<file path="config.mk">
export PLATFORM = sky130hd
export DESIGN_NAME = alarmClockTop
export DESIGN_NICKNAME = d
export VERILOG_FILES = /design/src/hw/clockPkg.sv /design/src/hw/digitAdjustIf.sv /design/src/hw/bcdTimeCounter.sv /design/src/hw/editControl.sv /design/src/hw/alarmMonitor.sv /design/src/hw/segmentDriver.sv /design/src/hw/alarmClockTop.sv
export SDC_FILE = /design/constraint.sdc
export NUM_CORES = 1
export LEC_CHECK = 0
export BUFFER_PORTS_ARGS = -buffer_cell sky130_fd_sc_hd__buf_4
export CORE_UTILIZATION = 53
export DETAILED_ROUTE_END_ITERATION = 7
export PLACE_DENSITY = 0.69
export SETUP_SLACK_MARGIN = 0.3
export SLEW_MARGIN = 20
export SYNTH_ARGS = -nofsm -noshare
export SYNTH_HDL_FRONTEND = slang
export SYNTH_SLANG_ARGS = --single-unit
</file>
<file path="constraint.sdc">
create_clock -name i_Clk -period 7.8 [get_ports i_Clk]
set_input_delay 1.95 -clock i_Clk [delete_from_list [all_inputs] [get_ports i_Clk]]
set_output_delay 1.95 -clock i_Clk [all_outputs]
set_load 0.005 [all_outputs]
</file>
<file path="src/hw/clockPkg.sv">
`default_nettype none

package clockPkg;

    localparam int DIGIT_COUNT = 6;
    localparam int BCD_WIDTH   = 4;

    // digit limits for wrap and carry
    localparam logic [BCD_WIDTH-1:0] ONES_MAX = 4'd9;
    localparam logic [BCD_WIDTH-1:0] TENS_MAX = 4'd5;
    localparam logic [5:0] HOURS_PER_DAY = 6'd24;
    localparam logic [4:0] PM_HOUR = 5'd12;

    // index 0 is seconds ones, index 5 is hours tens
    typedef logic [2:0] digitIdx_t;

    typedef struct packed {
        logic [BCD_WIDTH-1:0] hrsTens;
        logic [BCD_WIDTH-1:0] hrsOnes;
        logic [BCD_WIDTH-1:0] minTens;
        logic [BCD_WIDTH-1:0] minOnes;
        logic [BCD_WIDTH-1:0] secTens;
        logic [BCD_WIDTH-1:0] secOnes;
    } timeFields_t;

    // same 24 bits, seen as named fields or as a digit array
    typedef union packed {
        timeFields_t fields;
        logic [DIGIT_COUNT-1:0][BCD_WIDTH-1:0] digits;
    } clockTime_u;

    // active low, gfedcba
    localparam logic [6:0] SEG_PATTERNS [10] = '{
        7'b1000000, 7'b1111001, 7'b0100100, 7'b0110000, 7'b0011001,
        7'b0010010, 7'b0000010, 7'b1111000, 7'b0000000, 7'b0010000
    };

endpackage

`default_nettype wire

</file>
<file path="src/hw/digitAdjustIf.sv">
`timescale 1ns/1ps
`default_nettype none

interface digitAdjustIf
    import clockPkg::*;
();

    logic      inc;
    logic      dec;
    digitIdx_t digitSel;
    // level, counting is suspended while high
    logic      hold;

    modport ctrl (output inc, output dec, output digitSel, output hold);
    modport counter (input inc, input dec, input digitSel, input hold);

endinterface

`default_nettype wire

</file>
<file path="src/hw/bcdTimeCounter.sv">
`timescale 1ns/1ps
`default_nettype none

module bcdTimeCounter
    import clockPkg::*;
#(
    parameter bit COUNTING         = 1'b1,
    parameter int TICKS_PER_SECOND = 100000000
) (
    input  logic                 i_Clk,
    input  logic                 i_rstN,
    digitAdjustIf.counter        adj,
    output clockTime_u           o_Time
);

    clockTime_u           timeQ;
    clockTime_u           nextTime;
    logic                 secTick;
    logic [5:0]           hourNow;
    logic [5:0]           hourNext;
    logic [BCD_WIDTH-1:0] hrsTensNext;

    // single digit step, wraps inside 0..maxVal with no carry
    function automatic logic [BCD_WIDTH-1:0] wrapDigit(input logic [BCD_WIDTH-1:0] d,
                                                        input logic [BCD_WIDTH-1:0] maxVal,
                                                        input logic up);
        if (up) begin
            return (d >= maxVal) ? '0 : d + 1'b1;
        end
        return (d == '0) ? maxVal : d - 1'b1;
    endfunction

    // hour value step modulo 24
    function automatic logic [5:0] stepHour(input logic [5:0] hour, input logic up,
                                            input logic [5:0] amount);
        logic [5:0] sum;
        sum = hour + amount;
        if (up) begin
            return (sum >= HOURS_PER_DAY) ? sum - HOURS_PER_DAY : sum;
        end
        return (hour < amount) ? hour + HOURS_PER_DAY - amount : hour - amount;
    endfunction

    //////////////////////////////////////////////////////////////////////
    // one second tick
    //////////////////////////////////////////////////////////////////////
    if (COUNTING) begin : genTick
        localparam int TICK_W = (TICKS_PER_SECOND > 1) ? $clog2(TICKS_PER_SECOND) : 1;

        logic [TICK_W-1:0] tickCnt;
        logic              tickLast;

        assign tickLast = (tickCnt == TICK_W'(TICKS_PER_SECOND - 1));

        // tick count is frozen while editing
        always_ff @(posedge i_Clk or negedge i_rstN) begin
            if (!i_rstN) begin
                tickCnt <= '0;
            end else if (!adj.hold) begin
                tickCnt <= tickLast ? '0 : tickCnt + 1'b1;
            end
        end

        assign secTick = tickLast && !adj.hold;
    end else begin : genNoTick
        assign secTick = 1'b0;
    end

    //////////////////////////////////////////////////////////////////////
    // next word
    //////////////////////////////////////////////////////////////////////
    assign hourNow = 6'(timeQ.fields.hrsTens) * 6'd10 + 6'(timeQ.fields.hrsOnes);

    always_comb begin
        nextTime = timeQ;
        hourNext = hourNow;
        if (adj.inc || adj.dec) begin
            case (adj.digitSel)
                3'd0: nextTime.fields.secOnes = wrapDigit(timeQ.fields.secOnes, ONES_MAX, adj.inc);
                3'd1: nextTime.fields.secTens = wrapDigit(timeQ.fields.secTens, TENS_MAX, adj.inc);
                3'd2: nextTime.fields.minOnes = wrapDigit(timeQ.fields.minOnes, ONES_MAX, adj.inc);
                3'd3: nextTime.fields.minTens = wrapDigit(timeQ.fields.minTens, TENS_MAX, adj.inc);
                3'd4: hourNext = stepHour(hourNow, adj.inc, 6'd1);
                3'd5: hourNext = stepHour(hourNow, adj.inc, 6'd10);
                default: ;
            endcase
        end else if (secTick) begin
            // ripple carry, seconds up into hours
            nextTime.fields.secOnes = wrapDigit(timeQ.fields.secOnes, ONES_MAX, 1'b1);
            if (timeQ.fields.secOnes == ONES_MAX) begin
                nextTime.fields.secTens = wrapDigit(timeQ.fields.secTens, TENS_MAX, 1'b1);
                if (timeQ.fields.secTens == TENS_MAX) begin
                    nextTime.fields.minOnes = wrapDigit(timeQ.fields.minOnes, ONES_MAX, 1'b1);
                    if (timeQ.fields.minOnes == ONES_MAX) begin
                        nextTime.fields.minTens = wrapDigit(timeQ.fields.minTens, TENS_MAX,
                                                            1'b1);
                        if (timeQ.fields.minTens == TENS_MAX) begin
                            hourNext = stepHour(hourNow, 1'b1, 6'd1);
                        end
                    end
                end
            end
        end
        // back to BCD
        hrsTensNext = (hourNext >= 6'd20) ? 4'd2 : ((hourNext >= 6'd10) ? 4'd1 : 4'd0);
        nextTime.fields.hrsTens = hrsTensNext;
        nextTime.fields.hrsOnes = 4'(hourNext - 6'(hrsTensNext) * 6'd10);
    end

    always_ff @(posedge i_Clk or negedge i_rstN) begin
        if (!i_rstN) begin
            timeQ <= '0;
        end else begin
            timeQ <= nextTime;
        end
    end

    assign o_Time = timeQ;

endmodule

`default_nettype wire

</file>
<file path="src/hw/editControl.sv">
`timescale 1ns/1ps
`default_nettype none

module editControl
    import clockPkg::*;
(
    input  logic       i_Clk,
    input  logic       i_rstN,
    input  logic       i_Encoder_Enable,
    input  logic       i_Change_Alarm,
    input  logic       i_Change_Mode,
    input  logic       i_Step_Up,
    input  logic       i_Step_Down,
    digitAdjustIf.ctrl timeAdj,
    digitAdjustIf.ctrl alarmAdj,
    output logic       o_Show_Alarm
);

    digitIdx_t digitSel;
    logic      stepUp;
    logic      stepDown;

    // step strobes only count while editing
    assign stepUp   = i_Step_Up && i_Encoder_Enable;
    assign stepDown = i_Step_Down && i_Encoder_Enable;

    // selection walks hours tens down to seconds ones, then wraps
    always_ff @(posedge i_Clk or negedge i_rstN) begin
        if (!i_rstN) begin
            digitSel <= digitIdx_t'(DIGIT_COUNT - 1);
        end else if (i_Change_Mode && i_Encoder_Enable) begin
            if (digitSel == '0) begin
                digitSel <= digitIdx_t'(DIGIT_COUNT - 1);
            end else begin
                digitSel <= digitSel - 1'b1;
            end
        end
    end

    // each strobe goes to exactly one word
    assign timeAdj.inc       = stepUp && !i_Change_Alarm;
    assign timeAdj.dec       = stepDown && !i_Change_Alarm;
    assign alarmAdj.inc      = stepUp && i_Change_Alarm;
    assign alarmAdj.dec      = stepDown && i_Change_Alarm;
    assign timeAdj.digitSel  = digitSel;
    assign alarmAdj.digitSel = digitSel;

    // clock stops while editing, alarm word never runs
    assign timeAdj.hold  = i_Encoder_Enable;
    assign alarmAdj.hold = 1'b1;

    assign o_Show_Alarm = i_Change_Alarm;

endmodule

`default_nettype wire

</file>
<file path="src/hw/alarmMonitor.sv">
`timescale 1ns/1ps
`default_nettype none

module alarmMonitor
    import clockPkg::*;
(
    input  logic       i_Clk,
    input  logic       i_rstN,
    input  logic       i_Alarm_Enable,
    input  clockTime_u i_Time,
    input  clockTime_u i_Alarm_Time,
    output logic       o_Alarm_On
);

    logic [DIGIT_COUNT-1:0] digitMatch;

    // per digit compare
    always_comb begin
        for (int i = 0; i < DIGIT_COUNT; i++) begin
            digitMatch[i] = (i_Time.digits[i] == i_Alarm_Time.digits[i]);
        end
    end

    // latch holds until the enable drops
    always_ff @(posedge i_Clk or negedge i_rstN) begin
        if (!i_rstN) begin
            o_Alarm_On <= 1'b0;
        end else if (!i_Alarm_Enable) begin
            o_Alarm_On <= 1'b0;
        end else if (&digitMatch) begin
            o_Alarm_On <= 1'b1;
        end
    end

endmodule

`default_nettype wire

</file>
<file path="src/hw/segmentDriver.sv">
`timescale 1ns/1ps
`default_nettype none

module segmentDriver
    import clockPkg::*;
#(
    parameter int SCAN_TICKS = 12500
) (
    input  logic                   i_Clk,
    input  logic                   i_rstN,
    input  logic                   i_Show_Alarm,
    input  clockTime_u             i_Time,
    input  clockTime_u             i_Alarm_Time,
    output logic [6:0]             o_Segments,
    output logic [DIGIT_COUNT-1:0] o_Anodes,
    output logic                   o_PM
);

    localparam int SCAN_W = (SCAN_TICKS > 1) ? $clog2(SCAN_TICKS) : 1;

    logic [SCAN_W-1:0]    scanCnt;
    logic                 scanStep;
    digitIdx_t            scanIdx;
    clockTime_u           shownTime;
    logic [BCD_WIDTH-1:0] shownDigit;
    logic [4:0]           shownHour;

    //////////////////////////////////////////////////////////////////////
    // digit scan
    //////////////////////////////////////////////////////////////////////
    assign scanStep = (scanCnt == SCAN_W'(SCAN_TICKS - 1));

    always_ff @(posedge i_Clk or negedge i_rstN) begin
        if (!i_rstN) begin
            scanCnt <= '0;
            scanIdx <= '0;
        end else begin
            scanCnt <= scanStep ? '0 : scanCnt + 1'b1;
            if (scanStep) begin
                if (scanIdx == digitIdx_t'(DIGIT_COUNT - 1)) begin
                    scanIdx <= '0;
                end else begin
                    scanIdx <= scanIdx + 1'b1;
                end
            end
        end
    end

    //////////////////////////////////////////////////////////////////////
    // decode and output registers
    //////////////////////////////////////////////////////////////////////
    assign shownTime  = i_Show_Alarm ? i_Alarm_Time : i_Time;
    assign shownDigit = shownTime.digits[scanIdx];
    assign shownHour  = 5'(shownTime.digits[5]) * 5'd10 + 5'(shownTime.digits[4]);

    // segments, anodes and PM move together
    always_ff @(posedge i_Clk or negedge i_rstN) begin
        if (!i_rstN) begin
            o_Segments <= SEG_PATTERNS[0];
            o_Anodes   <= ~DIGIT_COUNT'(1);
            o_PM       <= 1'b0;
        end else begin
            // blank on a non-BCD value
            o_Segments <= (shownDigit > ONES_MAX) ? 7'h7F : SEG_PATTERNS[shownDigit];
            o_Anodes   <= ~(DIGIT_COUNT'(1) << scanIdx);
            o_PM       <= (shownHour >= PM_HOUR);
        end
    end

endmodule

`default_nettype wire

</file>
<file path="src/hw/alarmClockTop.sv">
`timescale 1ns/1ps
`default_nettype none

module alarmClockTop
    import clockPkg::*;
#(
    parameter int TICKS_PER_SECOND = 100000000,
    parameter int SCAN_TICKS       = 12500
) (
    input  logic                   i_Clk,
    input  logic                   i_rstN,
    input  logic                   i_Encoder_Enable,
    input  logic                   i_Change_Alarm,
    input  logic                   i_Change_Mode,
    input  logic                   i_Step_Up,
    input  logic                   i_Step_Down,
    input  logic                   i_Alarm_Enable,
    output logic [6:0]             o_Segments,
    output logic [DIGIT_COUNT-1:0] o_Anodes,
    output logic                   o_PM,
    output logic                   o_Alarm_On
);

    //////////////////////////////////////////////////////////////////////
    // edit path
    //////////////////////////////////////////////////////////////////////
    digitAdjustIf timeAdj ();
    digitAdjustIf alarmAdj ();

    logic showAlarm;

    editControl u_editControl (
        .i_Clk            (i_Clk),
        .i_rstN           (i_rstN),
        .i_Encoder_Enable (i_Encoder_Enable),
        .i_Change_Alarm   (i_Change_Alarm),
        .i_Change_Mode    (i_Change_Mode),
        .i_Step_Up        (i_Step_Up),
        .i_Step_Down      (i_Step_Down),
        .timeAdj          (timeAdj),
        .alarmAdj         (alarmAdj),
        .o_Show_Alarm     (showAlarm)
    );

    //////////////////////////////////////////////////////////////////////
    // time and alarm words
    //////////////////////////////////////////////////////////////////////
    clockTime_u timeWord;
    clockTime_u alarmWord;

    bcdTimeCounter #(
        .COUNTING         (1'b1),
        .TICKS_PER_SECOND (TICKS_PER_SECOND)
    ) u_timeCounter (
        .i_Clk  (i_Clk),
        .i_rstN (i_rstN),
        .adj    (timeAdj),
        .o_Time (timeWord)
    );

    // alarm word never counts, it only takes edits
    bcdTimeCounter #(
        .COUNTING         (1'b0),
        .TICKS_PER_SECOND (TICKS_PER_SECOND)
    ) u_alarmCounter (
        .i_Clk  (i_Clk),
        .i_rstN (i_rstN),
        .adj    (alarmAdj),
        .o_Time (alarmWord)
    );

    //////////////////////////////////////////////////////////////////////
    // alarm and display
    //////////////////////////////////////////////////////////////////////
    alarmMonitor u_alarmMonitor (
        .i_Clk          (i_Clk),
        .i_rstN         (i_rstN),
        .i_Alarm_Enable (i_Alarm_Enable),
        .i_Time         (timeWord),
        .i_Alarm_Time   (alarmWord),
        .o_Alarm_On     (o_Alarm_On)
    );

    segmentDriver #(
        .SCAN_TICKS (SCAN_TICKS)
    ) u_segmentDriver (
        .i_Clk        (i_Clk),
        .i_rstN       (i_rstN),
        .i_Show_Alarm (showAlarm),
        .i_Time       (timeWord),
        .i_Alarm_Time (alarmWord),
        .o_Segments   (o_Segments),
        .o_Anodes     (o_Anodes),
        .o_PM         (o_PM)
    );

endmodule

`default_nettype wire

</file>
==> results.json <==
{
  "drt_iter0_markers": 629,
  "wirelength_mm": 22.7,
  "yosysMostFrequentCell": "nor2_1",
  "root_buffer": "clkbuf_16",
  "grt_setup_unrepaired": "no",
  "max_cap_violations": 0,
  "worst_r2r_startpoint": "u_timeCounter.o_Time[20]",
  "crit_fanout": 17,
  "pre_cts_ws_ps": 2510,
  "slew_viol_final": 0,
  "clock_sinks": 106,
  "start_util_pct": 54.2,
  "firstDrtPassIters": 5,
  "fin_nets": 1205,
  "rows": 48,
  "synth-edff-count": 0,
  "dp_hpwl_mm": 16.5,
  "tightest_slew_ps": 976,
  "grt_antenna_before_repair": 0,
  "die_y_um": 135,
  "layout_setup_ws_ps": 2530,
  "portBuffers": 22,
  "place.gp.congestion": 0.887,
  "async_flop_share_pct": 100,
  "synth_top_family_by_area": "simple AND/OR/NAND/NOR gates",
  "synth_top_area_share_pct": 26.1,
  "worst-setup-path-type": "reg -> reg",
  "cts_tree": "yes",
  "relSlewSlack_pct": 34.7,
  "skew_ps": 7.44,
  "leakage_nw": 4.25,
  "outcome": "complete, no violations",
  "end_kind": "flip-flop",
  "crit_arrival_ps": 5570,
  "ios": 23,
  "synth_nets": 1228,
  "synth_compound_area_share_pct": 21.6,
  "drc": 0,
  "worstPathRequired_ps": 8100,
  "drive_gt1_share_pct": 7.90,
  "synth.avg_cell_area_um2": 8.20,
  "grt_pass1_wl_mm": 37.6,
  "synth_ff_type": "dfrtp_1",
  "design.die.area_mm2": 0.0182,
  "cts_buffer_depth": 2,
  "reg2regPathDepth": 19,
  "post-route-period-util_pct": 67.6,
  "wl_per_cell_um": 16.8,
  "diodes": 0,
  "grt_max_degree": 67,
  "power.density_mw_per_mm2": 476,
  "postCtsResizedCells": 0,
  "synthTopCellsByArea": "dfrtp_1, ha_1, o21ai_0, nor2_1, a21oi_1",
  "fillerInstances": 1596,
  "synthXorXnorAreaFrac_pct": 7.50,
  "min_period_ps": 5270,
  "clkLatencyLatePin_ps": 360,
  "synth_fa_ha_area_share_pct": 10.5,
  "clk_pin_slew_ps": 70,
  "whs_path_depth": 1,
  "fmax_ghz": 0.190,
  "hp-start": "u_timeCounter.genTick.tickCnt[4]",
  "synth_common_cells": "nor2_1, dfrtp_1, nand2_1, o21ai_0, a21oi_1",
  "final_cells": 1351,
  "synth.area.mux_share_pct": 4.20,
  "ys_ff_latch": 106,
  "setup_tns_ps": 0,
  "critPathLaunchType": "flip-flop",
  "hold_class": "reg -> reg",
  "ys_seq_area_share_pct": 28.4,
  "viasPerCell": 6.15,
  "synthSimpleGateAreaFrac_pct": 22.6,
  "grt_pass1_vias": 7558,
  "area_delta_synth_final_pct": 5.56,
  "synthCells": 1144,
  "postCtsSetupBuffers": 0,
  "die_width_um": 135,
  "dp.cells": 1335,
  "holdBufCountCts": 0,
  "coreArea_mm2": 0.0173,
  "vias": 8304,
  "drtAntennaViolNets": 0,
  "yosys_warnings": 0,
  "hold_viol": 0,
  "ys_types": 89,
  "syn_area_mm2": 0.00938,
  "cts_buffers": 9,
  "cp-startpoint": "u_timeCounter.o_Time[20]",
  "htreeDepth": 3,
  "grt_overflow": 0,
  "yosysTopAreaCell": "dfrtp_1",
  "vdd_ir_drop_max_mv": 0.381,
  "grtUsageTotal_pct": 25.7,
  "finalSetupViolCount": 0
}
final timing paths:
| kind | end | slack, ps |
|---|---|---|
| hold / removal | u_timeCounter.genTick.tickCnt[4] | 480 |
| max in group asynchronous | u_alarmCounter.o_Time[20] | 5030 |
| min in group asynchronous | u_timeCounter.genTick.tickCnt[14] | 1550 |
| hold reg to reg | u_timeCounter.genTick.tickCnt[4] | 480 |
| setup reg to reg | u_timeCounter.o_Time[18] | 2530 |
| setup / recovery | u_timeCounter.o_Time[18] | 2530 |
cells by family after synthesis:
logic type	after synthesis
XOR/XNOR	77
AO/OA/AOI/OAI	311
buffers and inverters	126
multiplexers	30
flip-flops	106
adder cells (fa/ha/maj)	76
AND/OR/NAND/NOR	418
metrics by stage:
stage	hold WS, ps	power, mW	utilization, %	instance area (um^2)
4_1_cts	479	4.67	57.2	9900
2_1_floorplan	439	3.51	-	9380
3_5_place_dp	469	4.22	55.6	9620
3_3_place_gp	462	4.18	55.6	9620
5_1_grt	505	5.16	57.2	9900
6_report	478	4.72	57.2	9900
state kept, by name, indices dropped and copies added, names as in the netlist:
| signal | count |
|---|---|
| u_editControl.alarmAdj.digitSel | 3 |
| u_alarmMonitor.o_Alarm_On | 1 |
| u_segmentDriver.scanIdx | 3 |
| u_alarmCounter.o_Time | 22 |
| u_segmentDriver.o_Segments | 7 |
| u_timeCounter.genTick.tickCnt | 27 |
| u_timeCounter.o_Time | 22 |
| u_segmentDriver.o_Anodes | 6 |
| u_segmentDriver.scanCnt | 14 |
| u_segmentDriver.o_PM | 1 |
power by group:
| group | switching, mW | internal, mW |
|---|---|---|
| Combinational | 1.95 | 1.33 |
| Sequential | 0.295 | 0.705 |
| Clock | 0.207 | 0.224 |
| Total | 2.46 | 2.26 |
cell usage in the layout, fill, tap and decap left out, types with 11 or more instances in the layout:
cell / netlist / layout
inv_1: 63 / 63
nand3b_1: 12 / 12
nand2b_1: 12 / 12
mux2i_1: 18 / 18
nand2_1: 96 / 96
a21oi_1: 76 / 76
ha_1: 71 / 71
nand3_1: 48 / 48
xnor2_1: 33 / 33
dfrtp_1: 98 / 98
or3_1: 11 / 11
a31oi_1: 16 / 16
o21ai_0: 90 / 90
nor4_1: 12 / 12
nor2_1: 114 / 114
and3_1: 14 / 14
xor2_1: 41 / 41
buf_4: 0 / 25
nor3_1: 29 / 28
critical path, cell delays in order, from the launching register on:
cell	delay, ps
dfrtp_1	440
ha_1	280
fa_1	500
xor2_2	790
inv_2	280
or4_1	540
o211a_2	160
clkinv_2	80
ha_1	150
nand2_1	60
nor2_1	90
a31oi_1	50
o211ai_1	260
nand3_1	110
a21oi_1	370
nand3_1	120
a21oi_1	270
ha_1	210
fa_1	410
inv_1	60
cell type report:
cell class | count | area, um^2 | share of cell area [%]
clock buffers | 11 | 243 | 2.45
clock inverters | 5 | 30.0 | 0.303
inverters | 67 | 253 | 2.55
multi-input cells | 912 | 6240 | 63.1
flip-flops and latches | 106 | 2660 | 26.9
well taps | 225 | 282 | 2.84
repair buffers | 25 | 188 | 1.90
per-layer routing:
layer	GRT usage, %	vias up	part of all wire, %
li1	-	4093	-
met1	34.7	3969	46
met2	42.4	215	47
met3	3.83	27	5.0
met4	7.43	0	1.5
met5	0	-	0
Power figures use the tool's default switching activity.
